**config.mk**
```make
export PLATFORM = sky130hd
export DESIGN_NAME = dma_engine
export DESIGN_NICKNAME = d
export VERILOG_FILES = /design/src/rtl/dma_pkg.sv /design/src/rtl/dma_fifo.sv /design/src/rtl/read_src_fsm.sv /design/src/rtl/write_dest_fsm.sv /design/src/rtl/dma_engine.sv
export VERILOG_INCLUDE_DIRS = /design/src /design/src/include
export SDC_FILE = /design/constraint.sdc
export NUM_CORES = 1
export LEC_CHECK = 0
export BUFFER_PORTS_ARGS = -buffer_cell sky130_fd_sc_hd__buf_2
export CORE_ASPECT_RATIO = 0.75
export CORE_MARGIN = 4
export CORE_UTILIZATION = 40
export CTS_CLUSTER_SIZE = 24
export DETAILED_ROUTE_END_ITERATION = 6
export GPL_TIMING_DRIVEN = 1
export SLEW_MARGIN = 40
export SYNTH_ARGS = -nofsm -noshare
export SYNTH_HDL_FRONTEND = slang
export SYNTH_HIERARCHICAL = 1
export SYNTH_SLANG_ARGS = --single-unit
export TNS_END_PERCENT = 50
```
**constraint.sdc**
```tcl
create_clock -name clk -period 7.25 [get_ports clk]
set_clock_uncertainty 0.2 [all_clocks]
set_input_delay 0.725 -clock clk [delete_from_list [all_inputs] [get_ports clk]]
set_output_delay 0.725 -clock clk [all_outputs]
set_load 0.02 [all_outputs]
```
**src/include/dma_defs.svh**
```systemverilog
/* DMA engine build constants
   for widths, burst limit and FIFO depths */
`ifndef DMA_DEFS_SVH
`define DMA_DEFS_SVH

// one data beat on both AXI sides
`define DMA_DATA_W      64
`define DMA_ADDR_W      32

// descriptor length, counted in beats
`define DMA_LENGTH_W    10

// kept small so that transfers split into several bursts
`define DMA_MAX_BURST   4

`define DMA_DESC_DEPTH  4
`define DMA_DATA_DEPTH  8

`endif

```
**src/rtl/dma_pkg.sv**
```systemverilog
/* DMA package
   with descriptor, AXI channel and status types */
`default_nettype none

`include "dma_defs.svh"

package dma_pkg;

   localparam int BEAT_BYTES = `DMA_DATA_W / 8;
   localparam logic [2:0] AXI_SIZE = 3'($clog2(BEAT_BYTES));
   localparam logic [1:0] BURST_INCR = 2'b01;
   localparam logic [`DMA_LENGTH_W-1:0] MAX_BURST_BEATS = `DMA_MAX_BURST;

   typedef logic [`DMA_DATA_W-1:0] t_dma_word;

   typedef struct packed {
      logic [`DMA_ADDR_W-1:0]   src_addr;
      logic [`DMA_ADDR_W-1:0]   dest_addr;
      logic [`DMA_LENGTH_W-1:0] length;
   } t_dma_descriptor;

   typedef enum logic [1:0] {
      OKAY   = 2'b00,
      SLVERR = 2'b10
   } t_axi_resp;

   // len is beats minus one
   typedef struct packed {
      logic [`DMA_ADDR_W-1:0] addr;
      logic [7:0]             len;
      logic [2:0]             size;
      logic [1:0]             burst;
   } t_axi_aw;

   typedef t_axi_aw t_axi_ar;

   typedef struct packed {
      t_dma_word                 data;
      logic [`DMA_DATA_W/8-1:0]  strb;
      logic                      last;
   } t_axi_w;

   typedef struct packed {
      t_dma_word data;
      t_axi_resp resp;
      logic      last;
   } t_axi_r;

   typedef struct packed {
      logic        busy;
      logic        stopped_on_error;
      logic [15:0] done_count;
   } t_dma_status;

endpackage

`default_nettype wire

```
**src/rtl/dma_fifo.sv**
```systemverilog
/* dma_fifo: synchronous FIFO for any payload type
   with the head entry shown on rd_data without read latency */
`timescale 1ns/1ns
`default_nettype none

module dma_fifo #(
   parameter type T     = logic [7:0],
   parameter int  DEPTH = 4
)(
   input  wire logic clk,
   input  wire logic reset_n,
   input  wire logic wr_en,
   input  wire T     wr_data,
   input  wire logic rd_en,
   output T          rd_data,
   output logic      not_empty,
   output logic      not_full
);

   localparam int PTR_W = (DEPTH > 1) ? $clog2(DEPTH) : 1;
   localparam logic [PTR_W-1:0] LAST_PTR = PTR_W'(DEPTH - 1);
   localparam logic [PTR_W:0] FULL_COUNT = (PTR_W + 1)'(DEPTH);

   T                 mem [DEPTH];
   logic [PTR_W-1:0] wr_ptr;
   logic [PTR_W-1:0] rd_ptr;
   logic [PTR_W:0]   count;
   logic             push;
   logic             pop;

   assign push      = wr_en && not_full;
   assign pop       = rd_en && not_empty;
   assign not_empty = (count != '0);
   assign not_full  = (count != FULL_COUNT);
   assign rd_data   = mem[rd_ptr];

   always_ff @(posedge clk) begin
      if (!reset_n) begin
         wr_ptr <= '0;
         rd_ptr <= '0;
         count  <= '0;
      end else begin
         if (push) begin
            wr_ptr <= (wr_ptr == LAST_PTR) ? '0 : wr_ptr + 1'b1;
         end
         if (pop) begin
            rd_ptr <= (rd_ptr == LAST_PTR) ? '0 : rd_ptr + 1'b1;
         end
         // simultaneous push and pop leave the count alone
         case ({push, pop})
            2'b10:   count <= count + 1'b1;
            2'b01:   count <= count - 1'b1;
            default: count <= count;
         endcase
      end
   end

   always_ff @(posedge clk) begin
      if (push) begin
         mem[wr_ptr] <= wr_data;
      end
   end

endmodule

`default_nettype wire

```
**src/rtl/read_src_fsm.sv**
```systemverilog
/* read_src_fsm: fetches the head descriptor's source data in INCR bursts
   and pushes every R beat into the data FIFO */
`timescale 1ns/1ns
`default_nettype none

`include "dma_defs.svh"

module read_src_fsm (
   input  wire logic                     clk,
   input  wire logic                     reset_n,
   input  wire logic                     enable,
   input  wire logic                     desc_not_empty,
   input  wire dma_pkg::t_dma_descriptor desc,
   input  wire logic                     desc_retire,
   output logic                          arvalid,
   output dma_pkg::t_axi_ar              ar,
   input  wire logic                     arready,
   input  wire logic                     rvalid,
   input  wire dma_pkg::t_axi_r          r,
   output logic                          rready,
   output logic                          fifo_wr_en,
   output dma_pkg::t_dma_word            fifo_wr_data,
   input  wire logic                     fifo_not_full
);

   typedef enum logic [1:0] {
      IDLE,
      ADDR,
      DATA,
      HOLD
   } t_state;

   t_state                   state;
   logic [`DMA_ADDR_W-1:0]   rd_addr;
   logic [`DMA_LENGTH_W-1:0] beats_left;
   logic [`DMA_LENGTH_W-1:0] burst_beats;
   logic [`DMA_ADDR_W-1:0]   burst_step;
   logic                     ar_fire;
   logic                     r_fire;

   assign burst_beats = (beats_left > dma_pkg::MAX_BURST_BEATS) ?
                        dma_pkg::MAX_BURST_BEATS : beats_left;
   assign burst_step  = {{(`DMA_ADDR_W - `DMA_LENGTH_W){1'b0}}, burst_beats}
                        << dma_pkg::AXI_SIZE;

   assign ar_fire = arvalid && arready;
   assign r_fire  = rvalid && rready;

   // ar is built from registers, so it holds while arready is low
   assign arvalid  = (state == ADDR);
   assign ar.addr  = rd_addr;
   assign ar.len   = burst_beats[7:0] - 8'd1;
   assign ar.size  = dma_pkg::AXI_SIZE;
   assign ar.burst = dma_pkg::BURST_INCR;

   assign rready       = fifo_not_full;
   assign fifo_wr_en   = r_fire;
   assign fifo_wr_data = r.data;

   always_ff @(posedge clk) begin
      if (!reset_n) begin
         state <= IDLE;
      end else begin
         unique case (state)
            IDLE: if (enable && desc_not_empty) begin
               state <= ADDR;
            end
            ADDR: if (ar_fire) begin
               state <= DATA;
            end
            DATA: if (r_fire && r.last) begin
               state <= (beats_left == '0) ? HOLD : ADDR;
            end
            // the head stays put until the write side retires it
            HOLD: if (desc_retire) begin
               state <= IDLE;
            end
            default: state <= IDLE;
         endcase
      end
   end

   always_ff @(posedge clk) begin
      if (state == IDLE) begin
         rd_addr    <= desc.src_addr;
         beats_left <= desc.length;
      end else if (ar_fire) begin
         rd_addr    <= rd_addr + burst_step;
         beats_left <= beats_left - burst_beats;
      end
   end

endmodule

`default_nettype wire

```
**src/rtl/write_dest_fsm.sv**
```systemverilog
/* write_dest_fsm: drains the data FIFO to the destination in INCR bursts,
   one AW outstanding at a time, and reports done or a sticky error */
`timescale 1ns/1ns
`default_nettype none

`include "dma_defs.svh"

module write_dest_fsm (
   input  wire logic                     clk,
   input  wire logic                     reset_n,
   input  wire logic                     enable,
   input  wire logic                     clear_error,
   input  wire logic                     desc_not_empty,
   input  wire dma_pkg::t_dma_descriptor desc,
   output logic                          awvalid,
   output dma_pkg::t_axi_aw              aw,
   input  wire logic                     awready,
   output logic                          wvalid,
   output dma_pkg::t_axi_w               w,
   input  wire logic                     wready,
   input  wire logic                     bvalid,
   input  wire dma_pkg::t_axi_resp       b,
   output logic                          bready,
   output logic                          fifo_rd_en,
   input  wire dma_pkg::t_dma_word       fifo_rd_data,
   input  wire logic                     fifo_not_empty,
   output logic                          done,
   output logic                          desc_retire,
   output dma_pkg::t_dma_status          status
);

   typedef enum int {
      IDLE_BIT,
      ADDR_SETUP_BIT,
      FIFO_EMPTY_BIT,
      RD_FIFO_WR_DEST_BIT,
      WAIT_FOR_WR_RSP_BIT,
      ERROR_BIT
   } t_state_bit;

   typedef enum logic [5:0] {
      IDLE            = 6'b1 << IDLE_BIT,
      ADDR_SETUP      = 6'b1 << ADDR_SETUP_BIT,
      FIFO_EMPTY      = 6'b1 << FIFO_EMPTY_BIT,
      RD_FIFO_WR_DEST = 6'b1 << RD_FIFO_WR_DEST_BIT,
      WAIT_FOR_WR_RSP = 6'b1 << WAIT_FOR_WR_RSP_BIT,
      ERROR           = 6'b1 << ERROR_BIT
   } t_state;

   t_state                   state;
   t_state                   next;
   logic [`DMA_LENGTH_W-1:0] beats_left;
   logic [`DMA_LENGTH_W-1:0] beat_cnt;
   logic [`DMA_LENGTH_W-1:0] len_src;
   logic [`DMA_LENGTH_W-1:0] burst_beats;
   logic [`DMA_ADDR_W-1:0]   aw_step;
   logic [15:0]              done_count;
   logic                     err_seen;
   logic                     start_burst;
   logic                     w_fire;
   logic                     b_fire;
   logic                     resp_err;
   logic                     final_rsp;

   // first burst sizes from the descriptor, later ones from what is left
   assign len_src     = state[IDLE_BIT] ? desc.length : beats_left;
   assign burst_beats = (len_src > dma_pkg::MAX_BURST_BEATS) ?
                        dma_pkg::MAX_BURST_BEATS : len_src;
   assign aw_step     = ({{(`DMA_ADDR_W - 8){1'b0}}, aw.len} + 1'b1) << dma_pkg::AXI_SIZE;
   assign start_burst = next[ADDR_SETUP_BIT] && !state[ADDR_SETUP_BIT];

   assign wvalid     = state[RD_FIFO_WR_DEST_BIT] && fifo_not_empty;
   assign w_fire     = wvalid && wready;
   assign fifo_rd_en = w_fire;
   assign w.data     = fifo_rd_data;
   assign w.strb     = '1;
   assign w.last     = (beat_cnt == 'd1);

   assign bready    = 1'b1;
   assign b_fire    = state[WAIT_FOR_WR_RSP_BIT] && bvalid && bready;
   assign resp_err  = b_fire && (b != dma_pkg::OKAY);
   assign final_rsp = b_fire && (beats_left == '0);

   assign done        = final_rsp && !err_seen && !resp_err;
   assign desc_retire = done || (state[ERROR_BIT] && clear_error);

   assign status.busy             = !state[IDLE_BIT] && !state[ERROR_BIT];
   assign status.stopped_on_error = state[ERROR_BIT];
   assign status.done_count       = done_count;

   always_comb begin
      next = state;
      unique case (1'b1)
         state[IDLE_BIT]:
            if (enable && desc_not_empty) next = ADDR_SETUP;
         state[ADDR_SETUP_BIT]:
            if (awvalid && awready) next = fifo_not_empty ? RD_FIFO_WR_DEST : FIFO_EMPTY;
         state[FIFO_EMPTY_BIT]:
            if (fifo_not_empty) next = RD_FIFO_WR_DEST;
         state[RD_FIFO_WR_DEST_BIT]:
            if (w_fire && w.last) next = WAIT_FOR_WR_RSP;
            else if (!fifo_not_empty) next = FIFO_EMPTY;
         state[WAIT_FOR_WR_RSP_BIT]:
            if (b_fire && (beats_left != '0)) next = ADDR_SETUP;
            else if (final_rsp && (err_seen || resp_err)) next = ERROR;
            else if (final_rsp) next = IDLE;
         state[ERROR_BIT]:
            if (clear_error) next = IDLE;
         default: next = IDLE;
      endcase
   end

   always_ff @(posedge clk) begin
      if (!reset_n) begin
         state      <= IDLE;
         awvalid    <= 1'b0;
         err_seen   <= 1'b0;
         done_count <= '0;
      end else begin
         state <= next;
         if (start_burst) begin
            awvalid <= 1'b1;
         end else if (awready) begin
            awvalid <= 1'b0;
         end
         // an SLVERR on any burst fails the whole descriptor
         if (state[IDLE_BIT]) begin
            err_seen <= 1'b0;
         end else if (resp_err) begin
            err_seen <= 1'b1;
         end
         if (done) begin
            done_count <= done_count + 16'd1;
         end
      end
   end

   always_ff @(posedge clk) begin
      if (start_burst) begin
         aw.addr    <= state[IDLE_BIT] ? desc.dest_addr : aw.addr + aw_step;
         aw.len     <= burst_beats[7:0] - 8'd1;
         aw.size    <= dma_pkg::AXI_SIZE;
         aw.burst   <= dma_pkg::BURST_INCR;
         beats_left <= len_src - burst_beats;
         beat_cnt   <= burst_beats;
      end else if (w_fire) begin
         beat_cnt <= beat_cnt - 1'b1;
      end
   end

endmodule

`default_nettype wire

```
**src/rtl/dma_engine.sv**
```systemverilog
/* dma_engine: memory-to-memory DMA top level
   with descriptor and data FIFOs between the read and write engines */
`timescale 1ns/1ns
`default_nettype none

`include "dma_defs.svh"

module dma_engine (
   input  wire logic                     clk,
   input  wire logic                     reset_n,
   input  wire logic                     desc_valid,
   input  wire dma_pkg::t_dma_descriptor desc,
   output logic                          desc_ready,
   output logic                          arvalid,
   output dma_pkg::t_axi_ar              ar,
   input  wire logic                     arready,
   input  wire logic                     rvalid,
   input  wire dma_pkg::t_axi_r          r,
   output logic                          rready,
   output logic                          awvalid,
   output dma_pkg::t_axi_aw              aw,
   input  wire logic                     awready,
   output logic                          wvalid,
   output dma_pkg::t_axi_w               w,
   input  wire logic                     wready,
   input  wire logic                     bvalid,
   input  wire dma_pkg::t_axi_resp       b,
   output logic                          bready,
   output dma_pkg::t_dma_status          status,
   output logic                          done,
   input  wire logic                     clear_error,
   input  wire logic                     enable
);

   dma_pkg::t_dma_descriptor desc_head;
   dma_pkg::t_dma_word       data_wr;
   dma_pkg::t_dma_word       data_rd;
   logic                     desc_not_empty;
   logic                     desc_retire;
   logic                     data_wr_en;
   logic                     data_rd_en;
   logic                     data_not_empty;
   logic                     data_not_full;

   dma_fifo #(
      .T     (dma_pkg::t_dma_descriptor),
      .DEPTH (`DMA_DESC_DEPTH)
   ) desc_fifo_i (
      .clk       (clk),
      .reset_n   (reset_n),
      .wr_en     (desc_valid),
      .wr_data   (desc),
      .rd_en     (desc_retire),
      .rd_data   (desc_head),
      .not_empty (desc_not_empty),
      .not_full  (desc_ready)
   );

   dma_fifo #(
      .T     (dma_pkg::t_dma_word),
      .DEPTH (`DMA_DATA_DEPTH)
   ) data_fifo_i (
      .clk       (clk),
      .reset_n   (reset_n),
      .wr_en     (data_wr_en),
      .wr_data   (data_wr),
      .rd_en     (data_rd_en),
      .rd_data   (data_rd),
      .not_empty (data_not_empty),
      .not_full  (data_not_full)
   );

   read_src_fsm read_src_fsm_i (
      .clk            (clk),
      .reset_n        (reset_n),
      .enable         (enable),
      .desc_not_empty (desc_not_empty),
      .desc           (desc_head),
      .desc_retire    (desc_retire),
      .arvalid        (arvalid),
      .ar             (ar),
      .arready        (arready),
      .rvalid         (rvalid),
      .r              (r),
      .rready         (rready),
      .fifo_wr_en     (data_wr_en),
      .fifo_wr_data   (data_wr),
      .fifo_not_full  (data_not_full)
   );

   write_dest_fsm write_dest_fsm_i (
      .clk            (clk),
      .reset_n        (reset_n),
      .enable         (enable),
      .clear_error    (clear_error),
      .desc_not_empty (desc_not_empty),
      .desc           (desc_head),
      .awvalid        (awvalid),
      .aw             (aw),
      .awready        (awready),
      .wvalid         (wvalid),
      .w              (w),
      .wready         (wready),
      .bvalid         (bvalid),
      .b              (b),
      .bready         (bready),
      .fifo_rd_en     (data_rd_en),
      .fifo_rd_data   (data_rd),
      .fifo_not_empty (data_not_empty),
      .done           (done),
      .desc_retire    (desc_retire),
      .status         (status)
   );

endmodule

`default_nettype wire

```
==> metrics.txt, run 1 <==
status complete, no violations; Static Leak around 0.015 uW; Hold Path Depth 1; GRT Total Usage 0.166; hpwl dp 54700 um; Final Instance Area between 40000 and 50000 sq um; max cap viols 0; Hold EP desc_fifo_i/mem[2][29]; GP Congestion approximately 0.83; DRT Pass-1 Iters 6; Synth area leaders edfxtp_1 (67%), mux4_2 (11%), buf_4 (2.9%); Post-synth EDFFs 910; RSZ-0062 raised after global routing false; core footprint around 100000 sq um; NumNets Final 2752; die area 107000 sq um; Clk Tree Root Cell clkbuf_16; DRC Markers 0; worst-path fanout max 18; Area after DPL 42700 sq um; CP startpoint read_src_fsm_i/beats_left[7]; Final Hold Vio Count 0; DR vias about 21000; CTS tree done; CP arrival ~4.3 ns; port bufs around 320; Cells after Synth between 2000 and 2500; global route overflow 0; Synth area leader edfxtp_1; global-route wire length before repair approximately 140000 um; std cell rows 100; worst hold start desc[29]; clock sink total 958; total wire length 88900 um; routed length per instance 22.4 um; Hold Crit Class in -> reg; critical path class reg -> reg; Setup crit start kind flop; mean area per synthesized cell 17.8 sq um; Pwr Density approximately 270 nW/um^2; vias per inst around 5.3; Filler cells 8477; YS warnings 6; Storage cell area 28300 sq um; vias in the first global route between 20000 and 25000; Max IR drop VDD around 0.17 mV; Max-slew headroom 0.430; Antenna Nets Post-Route 0; initial antenna violation count 19; Initial Util 0.406; actual slew at the worst max-slew pin between 0.8 and 0.9 ns; number of H-tree levels 3; Critical Path Sink Type flop; sequential fraction of the synthesis area 0.697; num ports approximately 340; top cell type's share of synthesized area 0.674; Final Util 0.463; maximum clock rate approximately 240 MHz; prevailing post-synth register cell edfxtp_1; CTS buffer count 94; largest net degree at the start of global routing 67; worst reg2reg startpoint read_src_fsm_i/beats_left[7]; #FFs+latches synth about 960; final setup TNS 0 ns; Die X between 300 and 400 um; R2R Setup Slk around 3.1 ns; Max Slew Vio Count 0; worst reg2reg path depth 11; Area Growth Syn to Fin 14.2%; Worst EP required ~7.4 ns; layout cells sized above 1 0.311; Post-Place Cells between 3000 and 4000; Yosys cell types slightly above 90; Worst-Skew Late Latency around 0.69 ns; r2r endpoint read_src_fsm_i/rd_addr[18]; ys async rst share 0; synthesized area 40600 sq um; Starting DRT DRC Count around 1700; Final Cycle Share 0.567; min cycle time layout ~4.1 ns; die height 284 um; multi-input logic area 10700 sq um; Clk pin slew, worst setup/hold paths around 0.07 ns; Final Setup Violations 0; Finished Layout Cells between 3000 and 4000; clock buffer depth 3
-- critical path: stages, from the launching register on --
cell,delay [ns]
edfxtp_1,0.45
or3_1,0.42
or2_4,0.27
nor3_4,0.36
nand2_1,0.26
inv_1,0.17
ha_1,0.25
a21oi_1,0.22
o211ai_2,0.20
a21oi_2,0.67
or4_1,0.22
a31oi_1,0.09
-- logic make-up (layout without fill, tap and decap cells) --
kind of cell,after synthesis,in the layout,share of synthesized area
AO/OA/AOI/OAI,209,209,0.0351
other,4,38,0.000370
XOR/XNOR,58,58,0.0125
AND/OR/NAND/NOR,434,434,0.0595
multiplexers,292,292,0.137
adder cells (fa/ha/maj),44,44,0.0141
flip-flops,958,958,0.697
buffers and inverters,280,602,0.0446
-- sequential cells by signal, indices dropped and copies added, names as in the netlist, named ones only --
register and cells:
data_fifo_i/count 4, desc_fifo_i/count 3, write_dest_fsm_i/aw 40, desc_fifo_i/wr_ptr 2, read_src_fsm_i/beats_left 10, data_fifo_i/mem 512
write_dest_fsm_i/awvalid 1, read_src_fsm_i/rd_addr 32, data_fifo_i/wr_ptr 3, data_fifo_i/rd_ptr 3, write_dest_fsm_i/state 6, read_src_fsm_i/state 2
write_dest_fsm_i/done_count 16, desc_fifo_i/rd_ptr 2, write_dest_fsm_i/beat_cnt 10, write_dest_fsm_i/err_seen 1, write_dest_fsm_i/beats_left 10, desc_fifo_i/mem 296
-- where the power goes --
group | total, uW | internal, uW | switching (uW)
registers | 6470 | 6330 | 143
logic | 1140 | 398 | 744
clock network | 4910 | 2860 | 2050
total | 12500 | 9590 | 2930
-- how the worst max path moves through the flow --
stage / slack (ns) / depth (start not counted) / end
finish: 3.14 / 11 / read_src_fsm_i/rd_addr[18]
global route: 2.84 / 11 / read_src_fsm_i/rd_addr[24]
CTS: 3.00 / 5 / w[16]
detailed placement: 3.25 / 8 / write_dest_fsm_i/aw[11]
global placement: 2.96 / 11 / read_src_fsm_i/rd_addr[30]
floorplan: 1.01 / 3 / data_fifo_i/mem[1][0]
-- metal layers --
metal  routed length [um]  GRT usage  up-vias
li1                     -          -     9499
met1                36500      0.219    10800
met2                44000      0.274      638
met3                 6350     0.0426      154
met4                 1960     0.0455       14
met5                   99          0        -
-- metrics by stage --
| stage | hold slack, ns | worst slack, ns | total power (uW) |
|---|---|---|---|
| 2_1_floorplan | 0.250 | 1.01 | 7350 |
| 3_5_place_dp | 0.275 | 3.25 | 7700 |
| 6_report | 0.0818 | 3.14 | 12500 |
| 4_1_cts | 0.000205 | 3.00 | 12700 |
| 3_3_place_gp | 0.250 | 2.96 | 7650 |
| 5_1_grt | 0.0240 | 2.84 | 13100 |
-- synth_stat cells, types with 26 or more instances --
| library cell | instances |
|---|---|
| a21oi_1 | 41 |
| a31oi_1 | 26 |
| and2_1 | 31 |
| buf_2 | 26 |
| buf_4 | 155 |
| clkbuf_1 | 29 |
| dfxtp_1 | 48 |
| edfxtp_1 | 910 |
| ha_1 | 41 |
| inv_1 | 37 |
| mux2_2 | 68 |
| mux4_2 | 202 |
| nand2_1 | 104 |
| nand3_1 | 46 |
| nor2_1 | 72 |
| nor3_1 | 28 |
| o21ai_0 | 37 |
| xnor2_1 | 38 |
-- what timing repair did --
item	4_1_cts	5_1_grt
hold endpoints to repair	165	0
hold buffers	43	0
setup buffers	0	0
resized for setup	0	0
-- area by class of cell --
cell class / instances / share of cell area
multi-input combinational: 1066 / 0.230
sequential: 958 / 0.611
tap: 1326 / 0.0358
clock inverter: 50 / 0.0136
antenna: 9 / 0.000486
clock buffer: 117 / 0.0536
timing repair buffer: 396 / 0.0519
inverter: 39 / 0.00316
-- cells in the final DEF, fill, tap and decap left out, types with 42 or more instances in the layout --
master	count
mux2_2	68
mux4_2	202
nand3_1	46
nand2_1	104
dlygate4sd3_1	43
edfxtp_1	910
nor2_1	69
buf_2	318
dfxtp_1	42
clkbuf_16	96
(Power assumes the default switching activity.)
==> run 2, diff against run 1 <==
==> constraint.sdc (replaced) <==
create_clock -name clk -period 3.55 [get_ports clk]
set_clock_uncertainty 0.2 [all_clocks]
set_input_delay 0.355 -clock clk [delete_from_list [all_inputs] [get_ports clk]]
set_output_delay 0.355 -clock clk [all_outputs]
set_load 0.02 [all_outputs]
==> run 2 against run 1 <==
  * Critical path depth is 2 higher
  * Die area stayed put
  * Final cell count grew 4.1%
  * Global-route usage grew 0.37 points
  * Maximum frequency up 17%
  * Sequential share of layout area shrank 1.9 points
  * First-iteration DRC count grew 5.0%
  * Critical path type unchanged
  * Critical endpoint is now read_src_fsm_i/rd_addr[30]
==> metrics.txt, run 2 (synthesis results as in run 1) <==
status complete, no violations (unchanged); crit-path cells or3_4 -> or2_4 -> nor3_4 -> buf_6 -> inv_2 -> ha_1 -> buf_4 -> nand3_1 -> o211ai_2 -> a21oi_2 -> buf_6 -> or4b_1 -> a31oi_1 (was or3_1 -> or2_4 -> nor3_4 -> nand2_1 -> inv_1 -> ha_1 -> a21oi_1 -> o211ai_2 -> a21oi_2 -> or4_1 -> a31oi_1); DRC Markers 0 (unchanged); met2 Use GR 0.273 (was 0.274); Clock power frac 0.383 (was 0.392); Clk Tree Root Cell clkbuf_16 (unchanged); Int Pwr 19400 uW (was 9590 uW); peak per-stage delay on the critical path 0.51 ns (was 0.67 ns); maximum clock rate 284 MHz (was 243 MHz); Antenna Nets Post-Route 0 (unchanged); Max Slew Vio Count 0 (unchanged); vias in the first global route 22900 (was 22100); clock sink total 958 (unchanged); CP arrival 3.81 ns (was 4.27 ns); CTS buffer count 94 (unchanged); r2r endpoint read_src_fsm_i/rd_addr[30] (was read_src_fsm_i/rd_addr[18]); critical path class reg -> reg (unchanged); NumNets Final 2904 (was 2752); max cap viols 0 (unchanged); net switching power 6200 uW (was 2930 uW); die area 107000 sq um (unchanged); hpwl dp 56400 um (was 54700 um); initial antenna violation count 15 (was 19); most common cell after layout, fill and taps aside edfxtp_1 (unchanged); most used cell, CP buf_6; DR vias 21700 (was 21100); DRT Pass-1 Iters 6 (unchanged); Die X 376 um (unchanged); port bufs 319 (unchanged); worst-path fanout max 18 (unchanged); std cell rows 100 (unchanged); Max-slew headroom 0.448 (was 0.430); Hold EP desc_fifo_i/mem[3][63] (was desc_fifo_i/mem[2][29]); Filler cells 8281 (was 8477); number of H-tree levels 3 (unchanged); Final Hold Vio Count 0 (unchanged); RSZ-0062 raised after global routing true (was false); layout cells sized above 1 0.313 (was 0.311); most frequent cells in the layout edfxtp_1 (910), buf_2 (318), mux4_2 (202) (unchanged); CTS tree done (unchanged); Flop pwr share 0.516 (was 0.517); GRT busiest layer met2 (unchanged); Starting DRT DRC Count 1774 (was 1689); die height 284 um (unchanged); routed length per instance 22.1 um (was 22.4 um); Switching Share 0.242 (was 0.234); R2R Setup Slk 0.03 ns (was 3.14 ns); Min Hold Slack 0.217 ns (was 0.0818 ns); worst reg2reg startpoint read_src_fsm_i/beats_left[5] (was read_src_fsm_i/beats_left[7]); Critical Path Sink Type flop (unchanged); worst reg2reg path depth 13 (was 11); worst hold start desc[63] (was desc[29]); Hold Crit Class in -> reg (unchanged); Final Cycle Share 0.991 (was 0.567); min cycle time layout 3.52 ns (was 4.11 ns); Static Leak 0.0160 uW (was 0.0153 uW); met3 Use GR 0.0394 (was 0.0426); Finished Layout Cells 4125 (was 3961); Worst-Skew Late Latency 0.69 ns (about the same); Largest Register data_fifo_i/mem (unchanged); Setup crit start kind flop (unchanged); vias per inst 5.27 (was 5.34); grt met1 use 0.233 (was 0.219); Pwr Density 536 nW/um^2 (was 270 nW/um^2); largest net degree at the start of global routing 69 (was 67); num ports 341 (unchanged); Max IR drop VDD 0.444 mV (was 0.175 mV); global-route wire length before repair 140000 um (was 136000 um); Worst EP required 3.84 ns (was 7.40 ns); Post-Place Cells 3777 (was 3742); CP delay by family, top simple AND/OR/NAND/NOR gates (unchanged); max reg flops 512 (unchanged); Clk pin slew, worst setup/hold paths 0.06 ns (was 0.07 ns); clock buffer depth 3 (unchanged); actual slew at the worst max-slew pin 0.827 ns (was 0.855 ns); Gate power share 0.102 (was 0.091); CP max stage cell or4b_1 (was a21oi_2); GRT Total Usage 0.170 (was 0.166); Initial Util 0.406 (unchanged); Top Registers data_fifo_i/mem (512), desc_fifo_i/mem (296), write_dest_fsm_i/aw (40) (unchanged); Worst Path Buf+Inv 4 (was 1); GP Congestion 0.845 (was 0.835); Final Setup Violations 0 (unchanged); Area Growth Syn to Fin 17.9% (was 14.2%); core footprint 100000 sq um (unchanged); Hold Path Depth 2 (was 1); global route overflow 0 (unchanged); total wire length 91000 um (was 88900 um)
run 2: worst max path at each step:
stage,from,to,slack [ns],cells past startpoint
floorplan,data_fifo_i/count[1],data_fifo_i/mem[7][0],-0.78,5
global placement,read_src_fsm_i/beats_left[7],read_src_fsm_i/rd_addr[29],-0.18,10
detailed placement,read_src_fsm_i/beats_left[5],read_src_fsm_i/rd_addr[15],0.05,10
CTS,read_src_fsm_i/beats_left[5],read_src_fsm_i/rd_addr[30],-0.008,13
global route,read_src_fsm_i/beats_left[5],read_src_fsm_i/rd_addr[30],-0.04,13
finish,read_src_fsm_i/beats_left[5],read_src_fsm_i/rd_addr[30],0.03,13
run 2: power by group through the flow:
stage          Clock [uW]  Combinational, uW  Sequential, uW
6_report             9800               2610           13200
5_1_grt             10600               2820           13200
4_1_cts             10100               2560           13200
3_5_place_dp            0               2380           13400
3_3_place_gp            0               2310           13400
2_1_floorplan           0               1490           13500
run 2: stage by stage:
stage / power, uW / utilization / area [sq um] / setup TNS, ns / worst slack (ns)
2_1_floorplan: 15000 / - / 40700 / -281.23 / -0.776
3_5_place_dp: 15800 / 0.432 / 43100 / 0 / 0.0549
3_3_place_gp: 15700 / 0.431 / 43100 / -1.13 / -0.181
5_1_grt: 26600 / 0.478 / 47800 / -0.0542 / -0.0441
6_report: 25600 / 0.478 / 47800 / 0 / 0.0327
4_1_cts: 25800 / 0.478 / 47700 / -0.00829 / -0.00829
run 2: final cells by class:
cell class,count,area (sq um),area share
diodes,16,40.0,0.000837
clock buffers,110,2450,0.0513
clock inverters,62,578,0.0121
inverters,39,146,0.00306
multi-input cells,1066,10700,0.224
flip-flops and latches,958,28300,0.592
well taps,1326,1660,0.0347
repair buffers,548,3930,0.0822
run 2: what timing repair did:
action | CTS | global route
hold buffers | 153 | 0
resized for setup | 3 | 3
endpoints found under the hold margin | 838 | 0
buffers inserted | 3 | 4
pin swaps | 2 | 3
endpoints found under the setup margin | 4 | 22
run 2: metal layers:
metal	part of all wire	vias to the layer above
li1	-	9806
met3	0.066	148
met1	0.43	11200
met2	0.48	636
met4	0.020	4
met5	0.00023	-
